`src/hdl/sica_pkg.sv`:
```
package sica_pkg;

    // Controller states
    typedef enum logic [2:0] {
        IDLE,
        LOAD,
        NORM,
        DIFF,
        REPORT,
        COMPLETE
    } sica_state_t;

    // Operand source for a norm run
    typedef enum logic {
        NORM_COLUMN,
        NORM_DIFF
    } norm_mode_t;

    // 1/K for the CORDIC gain, about 0.60725 in Q1.15
    localparam logic [15:0] CORDIC_GAIN_INV = 16'd19898;

    // Headroom above the sample width for chained magnitudes
    localparam int GUARD_BITS = 2;

endpackage

```
`src/hdl/cordic_vectoring.sv`:
```
`timescale 1ns/1ns

module cordic_vectoring #(
    parameter int DATA_WIDTH    = 16,
    parameter int CORDIC_STAGES = 16
) (
    input  logic                                          clk,
    input  logic                                          nreset,
    input  logic                                          cordic_start,
    input  logic signed [DATA_WIDTH+sica_pkg::GUARD_BITS:0] x_in,
    input  logic signed [DATA_WIDTH+sica_pkg::GUARD_BITS:0] y_in,
    output logic                                          cordic_done,
    output logic [DATA_WIDTH+sica_pkg::GUARD_BITS-1:0]    magnitude
);

    localparam int MW   = DATA_WIDTH + sica_pkg::GUARD_BITS;
    localparam int XW   = MW + 1;
    // Fraction bits soak up shift truncation
    localparam int FRAC = 4;
    localparam int PAD  = 2;
    localparam int IW   = XW + PAD + FRAC;
    localparam logic [IW+15:0] ROUND = 1 << (14 + FRAC);

    logic                              busy;
    logic [$clog2(CORDIC_STAGES)-1:0]  iter;
    logic signed [XW-1:0]              x_abs;
    logic signed [IW-1:0]              x;
    logic signed [IW-1:0]              y;
    logic [IW+15:0]                    scaled;

    // Fold into the right half-plane
    assign x_abs = x_in[XW-1] ? -x_in : x_in;

    always_ff @(posedge clk) begin
        if (!nreset) begin
            busy        <= 1'b0;
            iter        <= '0;
            cordic_done <= 1'b0;
        end else begin
            cordic_done <= 1'b0;
            if (cordic_start) begin
                busy <= 1'b1;
                iter <= '0;
            end else if (busy) begin
                iter <= iter + 1'b1;
                if (iter == CORDIC_STAGES - 1) begin
                    busy        <= 1'b0;
                    cordic_done <= 1'b1;
                end
            end
        end
    end

    // Micro-rotations drive y toward zero
    always_ff @(posedge clk) begin
        if (cordic_start) begin
            x <= {{PAD{x_abs[XW-1]}}, x_abs, {FRAC{1'b0}}};
            y <= {{PAD{y_in[XW-1]}}, y_in, {FRAC{1'b0}}};
        end else if (busy) begin
            if (y[IW-1]) begin
                x <= x - (y >>> iter);
                y <= y + (x >>> iter);
            end else begin
                x <= x + (y >>> iter);
                y <= y - (x >>> iter);
            end
        end
    end

    // Gain compensation, rounded back to integer
    assign scaled    = $unsigned(x) * sica_pkg::CORDIC_GAIN_INV + ROUND;
    assign magnitude = scaled[15+FRAC +: MW];

    assert property (@(posedge clk) disable iff (!nreset) cordic_start |-> !busy);

endmodule

```
`src/hdl/vector_norm.sv`:
```
`timescale 1ns/1ns

module vector_norm #(
    parameter int DATA_WIDTH    = 16,
    parameter int DIM           = 4,
    parameter int CORDIC_STAGES = 16
) (
    input  logic                                        clk,
    input  logic                                        nreset,
    input  logic                                        norm_start,
    input  logic signed [DATA_WIDTH:0]                  operand,
    output logic [$clog2(DIM)-1:0]                      elem_idx,
    output logic                                        norm_done,
    output logic [DATA_WIDTH+sica_pkg::GUARD_BITS-1:0]  norm_value
);

    localparam int MW = DATA_WIDTH + sica_pkg::GUARD_BITS;

    logic                      first;
    logic                      cordic_start;
    logic                      cordic_done;
    logic [MW-1:0]             magnitude;
    logic [MW-1:0]             acc;
    logic [DATA_WIDTH:0]       op_abs;
    logic signed [MW:0]        cordic_x;
    logic signed [MW:0]        cordic_y;

    assign op_abs   = operand[DATA_WIDTH] ? -operand : operand;
    assign cordic_x = {1'b0, acc};
    assign cordic_y = {{sica_pkg::GUARD_BITS{operand[DATA_WIDTH]}}, operand};

    always_ff @(posedge clk) begin
        if (!nreset) begin
            first        <= 1'b0;
            elem_idx     <= '0;
            cordic_start <= 1'b0;
            norm_done    <= 1'b0;
        end else begin
            cordic_start <= 1'b0;
            norm_done    <= 1'b0;
            if (norm_start) begin
                first    <= 1'b1;
                elem_idx <= '0;
            end else if (first) begin
                first        <= 1'b0;
                elem_idx     <= elem_idx + 1'b1;
                cordic_start <= 1'b1;
            end else if (cordic_done) begin
                if (elem_idx == DIM - 1) begin
                    norm_done <= 1'b1;
                end else begin
                    elem_idx     <= elem_idx + 1'b1;
                    cordic_start <= 1'b1;
                end
            end
        end
    end

    // Running norm of the elements seen so far
    always_ff @(posedge clk) begin
        if (first) begin
            acc <= MW'(op_abs);
        end else if (cordic_done) begin
            acc <= magnitude;
        end
    end

    assign norm_value = acc;

    cordic_vectoring #(
        .DATA_WIDTH    (DATA_WIDTH),
        .CORDIC_STAGES (CORDIC_STAGES)
    ) cordic_i (
        .clk          (clk),
        .nreset       (nreset),
        .cordic_start (cordic_start),
        .x_in         (cordic_x),
        .y_in         (cordic_y),
        .cordic_done  (cordic_done),
        .magnitude    (magnitude)
    );

    assert property (@(posedge clk) disable iff (!nreset) elem_idx < DIM);

endmodule

```
`src/hdl/column_buffer.sv`:
```
`timescale 1ns/1ns

module column_buffer #(
    parameter int DATA_WIDTH = 16,
    parameter int DIM        = 4
) (
    input  logic                          clk,
    input  logic                          nreset,
    input  sica_pkg::norm_mode_t          norm_mode,
    input  logic [$clog2(DIM)-1:0]        elem_idx,
    input  logic signed [DATA_WIDTH-1:0]  rd_data,
    input  logic                          col_advance,
    output logic signed [DATA_WIDTH:0]    operand
);

    logic signed [DATA_WIDTH-1:0] cur_col  [DIM];
    logic signed [DATA_WIDTH-1:0] prev_col [DIM];
    logic signed [DATA_WIDTH:0]   cur_ext;
    logic signed [DATA_WIDTH:0]   prev_ext;

    // Snoop the element reads of a column norm run
    always_ff @(posedge clk) begin
        if (norm_mode == sica_pkg::NORM_COLUMN) cur_col[elem_idx] <= rd_data;
    end

    always_ff @(posedge clk) begin
        if (!nreset) begin
            for (int i = 0; i < DIM; i++) begin
                prev_col[i] <= '0;
            end
        end else if (col_advance) begin
            prev_col <= cur_col;
        end
    end

    assign cur_ext  = {rd_data[DATA_WIDTH-1], rd_data};
    assign prev_ext = {prev_col[elem_idx][DATA_WIDTH-1], prev_col[elem_idx]};

    // One extra bit keeps the difference exact
    assign operand = (norm_mode == sica_pkg::NORM_DIFF) ? cur_ext - prev_ext : cur_ext;

endmodule

```
`src/hdl/sample_store.sv`:
```
`timescale 1ns/1ns

module sample_store #(
    parameter int DATA_WIDTH = 16,
    parameter int DIM        = 4,
    parameter int COLS       = 4
) (
    input  logic                          clk,
    input  logic                          wr_en,
    input  logic [$clog2(COLS*DIM)-1:0]   wr_addr,
    input  logic signed [DATA_WIDTH-1:0]  wr_data,
    input  logic [$clog2(COLS)-1:0]       col_idx,
    input  logic [$clog2(DIM)-1:0]        elem_idx,
    output logic signed [DATA_WIDTH-1:0]  rd_data
);

    localparam int DEPTH = COLS * DIM;
    localparam int AW    = $clog2(DEPTH);

    logic signed [DATA_WIDTH-1:0] mem [DEPTH];
    logic [AW-1:0]                rd_addr;

    // Words land column by column
    always_ff @(posedge clk) begin
        if (wr_en) mem[wr_addr] <= wr_data;
    end

    assign rd_addr = AW'(col_idx * DIM + elem_idx);
    assign rd_data = mem[rd_addr];

endmodule

```
`src/hdl/load_counter.sv`:
```
`timescale 1ns/1ns

module load_counter #(
    parameter int DIM  = 4,
    parameter int COLS = 4
) (
    input  logic                          clk,
    input  logic                          nreset,
    input  logic                          load_en,
    input  logic                          serial_z_valid,
    input  logic                          load_data,
    output logic                          wr_en,
    output logic [$clog2(COLS*DIM)-1:0]   wr_addr,
    output logic                          store_full
);

    localparam int DEPTH = COLS * DIM;

    assign wr_en = load_en && serial_z_valid && load_data;

    always_ff @(posedge clk) begin
        if (!nreset) begin
            wr_addr    <= '0;
            store_full <= 1'b0;
        end else if (wr_en) begin
            if (wr_addr == DEPTH - 1) begin
                wr_addr    <= '0;
                store_full <= 1'b1;
            end else begin
                wr_addr <= wr_addr + 1'b1;
            end
        end
    end

    // Relies on the controller dropping load_en once full
    assert property (@(posedge clk) disable iff (!nreset)
        !(wr_en && store_full));

endmodule

```
`src/hdl/sica_fsm.sv`:
```
`timescale 1ns/1ns

module sica_fsm #(
    parameter int DATA_WIDTH = 16,
    parameter int COLS       = 4,
    parameter int THRESHOLD  = 32
) (
    input  logic                                        clk,
    input  logic                                        nreset,
    input  logic                                        sica_start,
    input  logic                                        store_full,
    input  logic                                        norm_done,
    input  logic [DATA_WIDTH+sica_pkg::GUARD_BITS-1:0]  norm_value,
    output logic                                        load_en,
    output logic [$clog2(COLS)-1:0]                     col_idx,
    output sica_pkg::norm_mode_t                        norm_mode,
    output logic                                        norm_start,
    output logic                                        col_advance,
    output logic [DATA_WIDTH+sica_pkg::GUARD_BITS-1:0]  col_norm,
    output logic                                        col_norm_valid,
    output logic                                        col_close,
    output logic                                        sica_complete
);

    sica_pkg::sica_state_t state;

    // Gate on store_full so no word slips in after the last one
    assign load_en       = (state == sica_pkg::LOAD) && !store_full;
    assign sica_complete = (state == sica_pkg::COMPLETE);

    always_ff @(posedge clk) begin
        if (!nreset) begin
            state          <= sica_pkg::IDLE;
            col_idx        <= '0;
            norm_mode      <= sica_pkg::NORM_COLUMN;
            norm_start     <= 1'b0;
            col_advance    <= 1'b0;
            col_norm_valid <= 1'b0;
            col_close      <= 1'b0;
        end else begin
            norm_start     <= 1'b0;
            col_advance    <= 1'b0;
            col_norm_valid <= 1'b0;
            case (state)
                sica_pkg::IDLE: begin
                    if (sica_start) state <= sica_pkg::LOAD;
                end
                sica_pkg::LOAD: begin
                    if (store_full) begin
                        norm_mode  <= sica_pkg::NORM_COLUMN;
                        norm_start <= 1'b1;
                        state      <= sica_pkg::NORM;
                    end
                end
                sica_pkg::NORM: begin
                    if (norm_done) begin
                        if (col_idx == '0) begin
                            // Nothing to compare the first column against
                            col_close      <= 1'b0;
                            col_norm_valid <= 1'b1;
                            col_advance    <= 1'b1;
                            state          <= sica_pkg::REPORT;
                        end else begin
                            norm_mode  <= sica_pkg::NORM_DIFF;
                            norm_start <= 1'b1;
                            state      <= sica_pkg::DIFF;
                        end
                    end
                end
                sica_pkg::DIFF: begin
                    if (norm_done) begin
                        col_close      <= (norm_value <= THRESHOLD);
                        col_norm_valid <= 1'b1;
                        col_advance    <= 1'b1;
                        state          <= sica_pkg::REPORT;
                    end
                end
                sica_pkg::REPORT: begin
                    norm_mode <= sica_pkg::NORM_COLUMN;
                    if (col_idx == COLS - 1) begin
                        state <= sica_pkg::COMPLETE;
                    end else begin
                        col_idx    <= col_idx + 1'b1;
                        norm_start <= 1'b1;
                        state      <= sica_pkg::NORM;
                    end
                end
                sica_pkg::COMPLETE: state <= sica_pkg::COMPLETE;
                default: state <= sica_pkg::IDLE;
            endcase
        end
    end

    // Column norm is held through the difference run
    always_ff @(posedge clk) begin
        if (state == sica_pkg::NORM && norm_done) col_norm <= norm_value;
    end

    assert property (@(posedge clk) disable iff (!nreset)
        col_norm_valid |-> state == sica_pkg::REPORT);

endmodule

```
`src/hdl/sica_top.sv`:
```
`timescale 1ns/1ns

module sica_top #(
    parameter int DATA_WIDTH    = 16,
    parameter int DIM           = 4,
    parameter int COLS          = 4,
    parameter int CORDIC_STAGES = 16,
    parameter int THRESHOLD     = 32
) (
    input  logic                                        clk,
    input  logic                                        nreset,
    input  logic                                        sica_start,
    input  logic signed [DATA_WIDTH-1:0]                serial_z_in,
    input  logic                                        serial_z_valid,
    input  logic                                        load_data,
    output logic [DATA_WIDTH+sica_pkg::GUARD_BITS-1:0]  col_norm,
    output logic                                        col_norm_valid,
    output logic                                        col_close,
    output logic [$clog2(COLS)-1:0]                     col_idx,
    output logic                                        sica_complete
);

    localparam int AW = $clog2(COLS * DIM);
    localparam int EW = $clog2(DIM);
    localparam int MW = DATA_WIDTH + sica_pkg::GUARD_BITS;

    logic                          load_en;
    logic                          store_full;
    logic                          wr_en;
    logic [AW-1:0]                 wr_addr;
    logic signed [DATA_WIDTH-1:0]  rd_data;
    logic [EW-1:0]                 elem_idx;
    sica_pkg::norm_mode_t          norm_mode;
    logic signed [DATA_WIDTH:0]    operand;
    logic                          norm_start;
    logic                          norm_done;
    logic [MW-1:0]                 norm_value;
    logic                          col_advance;

    sica_fsm #(
        .DATA_WIDTH (DATA_WIDTH),
        .COLS       (COLS),
        .THRESHOLD  (THRESHOLD)
    ) fsm_i (
        .clk            (clk),
        .nreset         (nreset),
        .sica_start     (sica_start),
        .store_full     (store_full),
        .norm_done      (norm_done),
        .norm_value     (norm_value),
        .load_en        (load_en),
        .col_idx        (col_idx),
        .norm_mode      (norm_mode),
        .norm_start     (norm_start),
        .col_advance    (col_advance),
        .col_norm       (col_norm),
        .col_norm_valid (col_norm_valid),
        .col_close      (col_close),
        .sica_complete  (sica_complete)
    );

    load_counter #(
        .DIM  (DIM),
        .COLS (COLS)
    ) load_i (
        .clk            (clk),
        .nreset         (nreset),
        .load_en        (load_en),
        .serial_z_valid (serial_z_valid),
        .load_data      (load_data),
        .wr_en          (wr_en),
        .wr_addr        (wr_addr),
        .store_full     (store_full)
    );

    sample_store #(
        .DATA_WIDTH (DATA_WIDTH),
        .DIM        (DIM),
        .COLS       (COLS)
    ) store_i (
        .clk      (clk),
        .wr_en    (wr_en),
        .wr_addr  (wr_addr),
        .wr_data  (serial_z_in),
        .col_idx  (col_idx),
        .elem_idx (elem_idx),
        .rd_data  (rd_data)
    );

    column_buffer #(
        .DATA_WIDTH (DATA_WIDTH),
        .DIM        (DIM)
    ) colbuf_i (
        .clk         (clk),
        .nreset      (nreset),
        .norm_mode   (norm_mode),
        .elem_idx    (elem_idx),
        .rd_data     (rd_data),
        .col_advance (col_advance),
        .operand     (operand)
    );

    vector_norm #(
        .DATA_WIDTH    (DATA_WIDTH),
        .DIM           (DIM),
        .CORDIC_STAGES (CORDIC_STAGES)
    ) norm_i (
        .clk        (clk),
        .nreset     (nreset),
        .norm_start (norm_start),
        .operand    (operand),
        .elem_idx   (elem_idx),
        .norm_done  (norm_done),
        .norm_value (norm_value)
    );

    // A norm result only arrives while the controller waits for one
    assert property (@(posedge clk) disable iff (!nreset)
        norm_done |-> fsm_i.state inside {sica_pkg::NORM, sica_pkg::DIFF});

endmodule

```
`config.mk`:
```
export PLATFORM = sky130hd
export DESIGN_NAME = sica_top
export DESIGN_NICKNAME = d
export VERILOG_FILES = /design/src/hdl/sica_pkg.sv /design/src/hdl/cordic_vectoring.sv /design/src/hdl/vector_norm.sv /design/src/hdl/column_buffer.sv /design/src/hdl/sample_store.sv /design/src/hdl/load_counter.sv /design/src/hdl/sica_fsm.sv /design/src/hdl/sica_top.sv
export SDC_FILE = /design/constraint.sdc
export NUM_CORES = 1
export LEC_CHECK = 0
export ABC_AREA = 1
export BUFFER_PORTS_ARGS = -buffer_cell sky130_fd_sc_hd__buf_4
export CORE_ASPECT_RATIO = 0.9
export CORE_UTILIZATION = 59
export CTS_BUF_LIST = sky130_fd_sc_hd__clkbuf_4 sky130_fd_sc_hd__clkbuf_8
export DETAILED_ROUTE_END_ITERATION = 8
export GPL_TIMING_DRIVEN = 0
export PLACE_DENSITY = 0.78
export RECOVER_POWER = 100
export SLEW_MARGIN = 10
export SYNTH_ARGS = -nofsm -noshare
export SYNTH_HDL_FRONTEND = slang
export SYNTH_SLANG_ARGS = --single-unit
```
`constraint.sdc`:
```
create_clock -name clk -period 5.58 [get_ports clk]
set_clock_uncertainty 0.15 [all_clocks]
set_input_delay 0.837 -clock clk [delete_from_list [all_inputs] [get_ports clk]]
set_output_delay 0.837 -clock clk [all_outputs]
set_load 0.005 [all_outputs]
```
# Word level (Yosys, flattened, before mapping)
# Memories as Yosys holds them, arrays and structs flattened.
# Index checks and enable logic that the tools add are counted.
# word_totals
out_inout_bits,23
word_cells,147
ram_bits,256
register_bits,239
memories,1
# mem_list
name,words,word_bits,read_ports,rd_ports_with_merged_regs,wr,line,rtl
store_i.mem,16,16,1,0,1,sample_store.sv:20,logic signed [DATA_WIDTH-1:0] mem [DEPTH];
# op_classes
shifts,2
bitwise,5
magnitude_cmp,3
eq_ne,16
n_reduce_logical,22
mul,1
add_sub_neg,12
muxes,55
# ops
operator,count
25-bit two-way mux,4
17-bit two-way mux,4
64-bit bitwise mux,1
25-bit adder,2
25-bit by 4-bit >>> shifter with 25-bit output,2
25-bit subtractor,2
16-bit two-way mux,3
22-bit two-way mux,2
37-bit by 19-bit adder with 37-bit output (second input constant),1
25-bit by 14-bit multiplier with 36-bit output (second input constant),1
16-bit binary-select mux with 2-bit select,1
16-bit demux with 2-bit select,1
1-bit two-way mux,24
18-bit by 6-bit less-or-equal comparator with 1-bit output (second input constant),1
3-bit two-way mux,6
3-bit one-hot mux with 6 select lines,1
17-bit negation,1
16-bit by 16-bit subtractor with 17-bit output,1
4-bit AND reduction,3
2-bit by 1-bit inequality test with 1-bit output (second input constant),5
4-bit by 1-bit adder with 4-bit output (second input constant),2
4-bit equality test (second input constant),2
3-bit by 2-bit equality test with 1-bit output (second input constant),2
3-bit equality test (second input constant),2
23 further kinds,42

# Longest topological paths before layout
# Gate-level depths: netlist of run 1.
# logic_depth
word_depth,9
mapped_depth,33
mapped_depth_nobuf,33

# By module
# A second synthesis of run 1 with hierarchy kept.
# unflattened
hier_cells,4515
hier_area_um2,36507.5
# modules_own_cells
module,cells_per_inst,area_each_um2,instances
cordic_vectoring,2486,16950.0,1
sample_store,1058,11060.6,1
column_buffer,647,5709.2,1
vector_norm,180,1372.6,1
sica_fsm,107,1161.1,1
load_counter,37,254.0,1

# Worst setup path after synthesis of run 1
# No wires, ideal clock.
# synth_timing
path_type,flip-flop to flip-flop
startpoint,register norm_i.cordic_i.x[8]
endpoint,"register norm_i.acc[13], in the netlist norm_i.norm_value[13] (data pin)"
path_stages_with_launch,31
path_slack_ns,-0.533
arrival_ns,5.710
n_path_buf,0
path_cell_list,edfxtp_1 inv_1 fa_1 inv_1 ha_1 inv_1 fa_1 inv_1 fa_1 fa_1 inv_1 fa_1 inv_1 ha_1 nand2_1 inv_1 a21oi_1 nor2_1 nor2_1 nand2_1 nand2_1 nand2_1 inv_1 ha_1 inv_1 nor2_1 nand3_1 nor2_1 nand3_1 nand3_1 nand2_1
# synth_via
elab_chain_cells,4
# synth_rtl
element,line,rtl
"start, declared",cordic_vectoring.sv:27,logic signed [IW-1:0] x;
"start signal, assigned",cordic_vectoring.sv:57,"x <= {{PAD{x_abs[XW-1]}}, x_abs, {FRAC{1'b0}}};"
"start signal, assigned",cordic_vectoring.sv:61,x <= x - (y >>> iter);
"start signal, assigned",cordic_vectoring.sv:64,x <= x + (y >>> iter);
25-bit by 14-bit multiplier with 36-bit output,cordic_vectoring.sv:71,assign scaled = $unsigned(x) * sica_pkg::CORDIC_GAIN_INV + ROUND;
37-bit by 19-bit adder with 37-bit output,cordic_vectoring.sv:71,
17-bit two-way mux,vector_norm.sv:63,end else if (cordic_done) begin
17-bit two-way mux,vector_norm.sv:61,if (first) begin
"end signal, assigned",vector_norm.sv:62,acc <= MW'(op_abs);
"end signal, assigned",vector_norm.sv:64,acc <= magnitude;
"end, declared",vector_norm.sv:23,logic [MW-1:0] acc;
# No other way between the ends. The select of a mux whose other input is x is not followed.
# A chain may end at the register's enable or synchronous reset.

# Worst setup path in the final report of run 1
# layout_timing
startpoint,register norm_i.cordic_i.x[11]
endpoint,"register norm_i.acc[15], in the netlist norm_i.norm_value[15] (data pin)"
# Same word-level chain as after synthesis.

==> results of run 1 <==
-- area by class of cell --
cell class | instances | area [um2]
inverter | 623 | 2360
fill | 4728 | 18800
sequential | 495 | 13900
antenna | 3 | 7.51
buffer | 148 | 692
clock buffer | 117 | 1420
tap | 774 | 968
timing repair buffer | 158 | 1100
clock inverter | 31 | 250
multi-input combinational | 3029 | 19200
-- metal layers --
| metal | routed length, um | part of all wire [%] | vias to the layer above | track usage, % |
|---|---|---|---|---|
| met4 | 6250 | 5.5 | 2 | 19.4 |
| met2 | 50600 | 45 | 1833 | 59.0 |
| met1 | 43900 | 39 | 14600 | 48.1 |
| li1 | - | - | 14700 | - |
| met3 | 12100 | 11 | 395 | 7.22 |
| met5 | 10 | 0.0089 | - | 0 |
-- kinds of logic (layout without fill, tap and decap cells) --
| family | Yosys count | after routing | synth area share [%] |
|---|---|---|---|
| AND/OR/NAND/NOR | 1963 | 1963 | 23.5 |
| buffers and inverters | 771 | 1077 | 8.70 |
| AO/OA/AOI/OAI | 610 | 610 | 9.88 |
| flip-flops | 495 | 495 | 39.4 |
| adder cells (fa/ha/maj) | 375 | 375 | 16.4 |
| XOR/XNOR | 81 | 81 | 2.04 |
| other | 0 | 3 | 0 |
-- synthesized netlist by cell type, types with 23 or more instances --
cell type / instances / area [um2]
a21oi_1: 144 / 721
buf_2: 41 / 205
clkbuf_1: 70 / 263
dfxtp_1: 101 / 2020
edfxtp_1: 394 / 11800
fa_1: 143 / 2860
ha_1: 232 / 2900
inv_1: 607 / 2280
nand2_1: 919 / 3450
nand3_1: 387 / 1940
nand4_1: 36 / 225
nor2_1: 523 / 1960
nor3_1: 23 / 115
o211ai_1: 55 / 413
o21ai_0: 289 / 1450
xnor2_1: 30 / 263
xor2_1: 50 / 438
-- metrics by stage --
step	worst slack, ps	utilization, %	area, um2
floorplan	-98.8	-	35300
global placement	-970	62.4	36600
detailed placement	-1050	63.1	37000
CTS	-432	67.9	39800
global route	-759	68.0	39900
finish	-552	68.0	39900
-- registers in the layout, indices dropped and copies added, names as in the netlist --
signal	flops
colbuf_i.cur_col	64
colbuf_i.prev_col	64
fsm_i.col_advance	1
fsm_i.col_close	1
fsm_i.col_idx	2
fsm_i.col_norm	18
fsm_i.norm_mode	1
fsm_i.norm_start	1
fsm_i.state	3
load_i.store_full	1
load_i.wr_addr	4
norm_i.cordic_i.busy	1
norm_i.cordic_i.cordic_done	1
norm_i.cordic_i.iter	4
norm_i.cordic_i.x	25
norm_i.cordic_i.y	25
norm_i.cordic_start	1
norm_i.elem_idx	2
norm_i.first	1
norm_i.norm_done	1
norm_i.norm_value	18
store_i.mem	256
-- path summary, 6_finish.rpt --
kind                                     end  slack (ps)  cells after the start
max          norm_i.norm_value[15]$_DFFE_PP_        -550                     29
min              fsm_i.col_norm[4]$_DFFE_PP_         310                      0
max reg2reg  norm_i.norm_value[15]$_DFFE_PP_        -550                     29
min reg2reg      fsm_i.col_norm[4]$_DFFE_PP_         310                      0
-- layout by cell type (no fill, tap or decap), types with 12 or more instances in the layout --
master    synthesis  final
a21oi_1         144    130
a21oi_2           0     12
a32o_1           14     14
buf_2            41     33
buf_4             8    101
buf_6             8     17
clkbuf_1         70    123
clkbuf_4          0     50
clkbuf_8          0     87
clkinv_1          4     16
dfxtp_1         101     95
edfxtp_1        394    394
fa_1            143    138
ha_1            232    207
ha_4              0     23
inv_1           607    551
inv_2            10     61
nand2_1         919    854
nand2_2          16     62
nand2_4           4     23
nand3_1         387    374
nand3_2          14     25
nand4_1          36     36
nor2_1          523    488
nor2_2            6     21
nor2_4            5     25
nor3_1           23     20
o211ai_1         55     55
o21ai_0         289    278
o21ai_1          19     28
o22ai_1          16     16
xnor2_1          30     24
xor2_1           50     50
-- worst reg2reg max path, delay by kind of cell (launching register included) --
kind,cells,cell delay (ps)
adder cells (fa/ha/maj),6,2690
AND/OR/NAND/NOR,14,1430
buffers and inverters,7,730
flip-flops,1,530
XOR/XNOR,2,370
-- timing repair --
item | 4_1_cts | 5_1_grt
cloned | 0 | 0
endpoints found under the setup margin | 18 | 18
resized for setup | 172 | 91
pin swaps | 88 | 36
setup buffers | 77 | 24
==> impl_metrics.ini, run 1 <==
[final_layout]
final_nets = 4933
stdcell_count = 5378
layout-drive-gt1-share_pct = 13.1
syn_to_final_growth_pct = 13.5

[timing]
fin_crit_ps = 6130
hold_slack_ps = 309
layout_setup_ws_ps = -552
finalHoldViolCount = 0
rsz0062_at_grt = true
fin_setup_tns_ps = -6850
min_period_over_period_pct = 110
tightest_slew_ps = 2390
setup_viol = 17
relSlewSlack_pct = -59.1
slew_violations = 176
fmax_mhz = 163

[clock_network]
numCtsBuffers = 82
clk_pin_slew_ps = 60
cts_htree_levels = 3
root_buffer = clkbuf_8
cts_tree = done
insertion_delay_ps = 730
postCtsHoldBufs = 0
clk_path_buf_depth = 3
clkSinkCount = 495

[worst_setup_path]
required_ps = 5900
slowest_delay_ps = 570
crit_slowest_cell = fa_1
crit_family = adder cells
critPathArrivalTime_ps = 6460
timing.rr.start = norm_i.cordic_i.x[11]$_DFFE_PP_
critPathLaunchType = register
critical_path_buf_inv_count = 7
end_kind = register
crit_start = norm_i.cordic_i.x[11]$_DFFE_PP_
crit_type = reg -> reg
worst-path-max-fanout = 4

[floorplanning]
die_area_um2 = 60500
initial_core_util_pct = 59.9
std_cell_rows = 84
io_pins = 44
die_w_um = 259
coreArea_um2 = 58600
die_h_um = 234

[min_path]
hold_class = reg -> reg
hold_path_startpoint = norm_i.norm_value[4]$_DFFE_PP_

[global_routing]
overflow = 0
antenna_found_initial = 3
grt_pass1_wl_um = 169000
grt_max_degree = 39
grt_pass1_vias = 29600
grt.total_usage_pct = 37.1

[status]
failed_checks = max-capacitance violations, max-slew violations, negative setup slack
status = finished with violations

[detailed_routing]
routed_wl_um = 113000
via_per_inst = 5.86
vias = 31500
wl_per_cell_um = 21.0
drcViolationCount = 0
drtAntennaViolNets = 0
drtIter0Drc = 3911
dr.pass1.iters = 6

[logic_synthesis]
synthFlopType = edfxtp_1
synth-seq-cells = 495
yosysSeqAreaShare_pct = 39.4
async_flop_share_pct = 0
yosysWarnings = 0
netlist_instances = 4295
synth_nets = 4691
synth_cell_type_count = 58
synth_edf_count = 394
syn_area_um2 = 35100
postSynthAreaPerCell_um2 = 8.18

[placement]
place.gp.congestion = 1.00
port_buffers = 43
hpwl_um = 80700
dp_cells = 5126

[job]
cap_violations = 9
Power of run 1 is not shown: default switching activity piles up to over one toggle a cycle in this logic, so the estimate is an artifact.
==> inputs of run 2 (changes only) <==
--- a/config.mk
+++ b/config.mk
@@ -14,6 +14,7 @@
 export GPL_TIMING_DRIVEN = 0
 export PLACE_DENSITY = 0.78
 export RECOVER_POWER = 100
+export REMOVE_ABC_BUFFERS = 1
 export SLEW_MARGIN = 10
 export SYNTH_ARGS = -nofsm -noshare
 export SYNTH_HDL_FRONTEND = slang
==> impl_metrics.ini, run 2 (synthesis results as in run 1) <==
[worst_setup_path]
critPathLaunchType = register
worst-path-max-fanout = 7
crit_slowest_cell = fa_1
critical_path_buf_inv_count = 7
required_ps = 6000
end_kind = register
crit_type = reg -> reg
critPathArrivalTime_ps = 6820
slowest_delay_ps = 560
crit_family = adder cells

[global_routing]
antenna_found_initial = 5
grt_max_degree = 106
overflow = 0
grt_pass1_wl_um = 159000
grt.total_usage_pct = 34.1
grt_pass1_vias = 28900

[detailed_routing]
drt-met1-wl_um = 42000
routed_wl_um = 106000
via_per_inst = 5.95
dr.pass1.iters = 7
drtAntennaViolNets = 0
wl_met3_um = 12700
wl_per_cell_um = 20.1
vias = 31200
route.met2.wl_um = 46900
maxUsedRoutingLayer = met5
drcViolationCount = 0
drtIter0Drc = 3727

[floorplanning]
die_area_um2 = 60500
io_pins = 44
die_w_um = 259
die_h_um = 234
coreArea_um2 = 58600
initial_core_util_pct = 59.9
std_cell_rows = 84

[final_layout]
final_common_cell = nand2_1
layout_common_cells = 851 x nand2_1, 557 x inv_1, 487 x nor2_1, 394 x edfxtp_1, 373 x nand3_1
final_nets = 4799
largest_register_ffs = 256
layout-drive-gt1-share_pct = 13.2
fillers = 4448
syn_to_final_growth_pct = 13.6
largest-register = store_i.mem
reg_top3 = store_i.mem (256), colbuf_i.cur_col (64), colbuf_i.prev_col (64)

[timing]
fmax_mhz = 156
fin_crit_ps = 6400
finalHoldViolCount = 0
layout_setup_ws_ps = -822
min_period_over_period_pct = 115
fin_setup_tns_ps = -10480
rsz0062_at_grt = true
setup_viol = 18
hold_slack_ps = 289
tightest_slew_ps = 3050
slew_violations = 97
relSlewSlack_pct = -103

[clock_network]
root_buffer = clkbuf_8
clkSinkCount = 495
insertion_delay_ps = 720
clk_path_buf_depth = 3
cts_htree_levels = 3
numCtsBuffers = 81
cts_tree = done
clk_pin_slew_ps = 70
postCtsHoldBufs = 0

[status]
failed_checks = max-capacitance violations, max-slew violations, negative setup slack
status = finished with violations

[placement]
hpwl_um = 70700
port_buffers = 43
place.gp.congestion = 0.977

[job]
cap_violations = 2

[min_path]
hold_class = reg -> reg
-- run 2: layer usage --
metal  track usage (%)  up-vias
li1                  -    14400
met1              46.8    14700
met2              52.0     1809
met3              9.01      306
met4              12.0        6
met5                 0        -
-- run 2: final cells by class --
class | instances | area, um2 | share of cell area (%)
multi-input combinational | 3029 | 19500 | 48.8
inverter | 623 | 2400 | 6.02
sequential | 495 | 13900 | 34.8
antenna | 2 | 5.00 | 0.0125
timing repair buffer | 173 | 1430 | 3.57
clock inverter | 47 | 433 | 1.08
tap | 774 | 968 | 2.43
clock buffer | 101 | 1310 | 3.28
-- run 2: metrics by stage --
| step | utilization (%) | area, um2 | worst slack (ps) | instances |
|---|---|---|---|---|
| floorplan | - | 34400 | -2400 | 4147 |
| global placement | 60.9 | 35700 | -7360 | 4964 |
| detailed placement | 62.0 | 36400 | -1720 | 4996 |
| CTS | 67.6 | 39600 | -413 | 5215 |
| global route | 68.0 | 39900 | -941 | 5242 |
| finish | 68.0 | 39900 | -822 | 5244 |
-- run 2: final timing paths --
kind                                    from  cells past startpoint                         endpoint  slack (ps)
max reg2reg  norm_i.cordic_i.x[13]$_DFFE_PP_                     29  norm_i.norm_value[10]$_DFFE_PP_        -820
max          norm_i.cordic_i.x[13]$_DFFE_PP_                     29  norm_i.norm_value[10]$_DFFE_PP_        -820
min reg2reg      fsm_i.norm_start$_SDFF_PN0_                      2          norm_i.first$_SDFF_PN0_         290
min              fsm_i.norm_start$_SDFF_PN0_                      2          norm_i.first$_SDFF_PN0_         290
-- run 2: tightest hold or removal path, stage by stage, from the launching register on --
cell and delay (ps):
dfxtp_1 310, nand2_1 70, inv_1 30
-- run 2: repair_timing --
action	4_1_cts	5_1_grt
endpoints found under the setup margin	24	39
gates resized for setup	250	128
pin swaps	101	59
setup buffers	72	26
cloned	0	1
Power of run 2 is left out for the same reason.
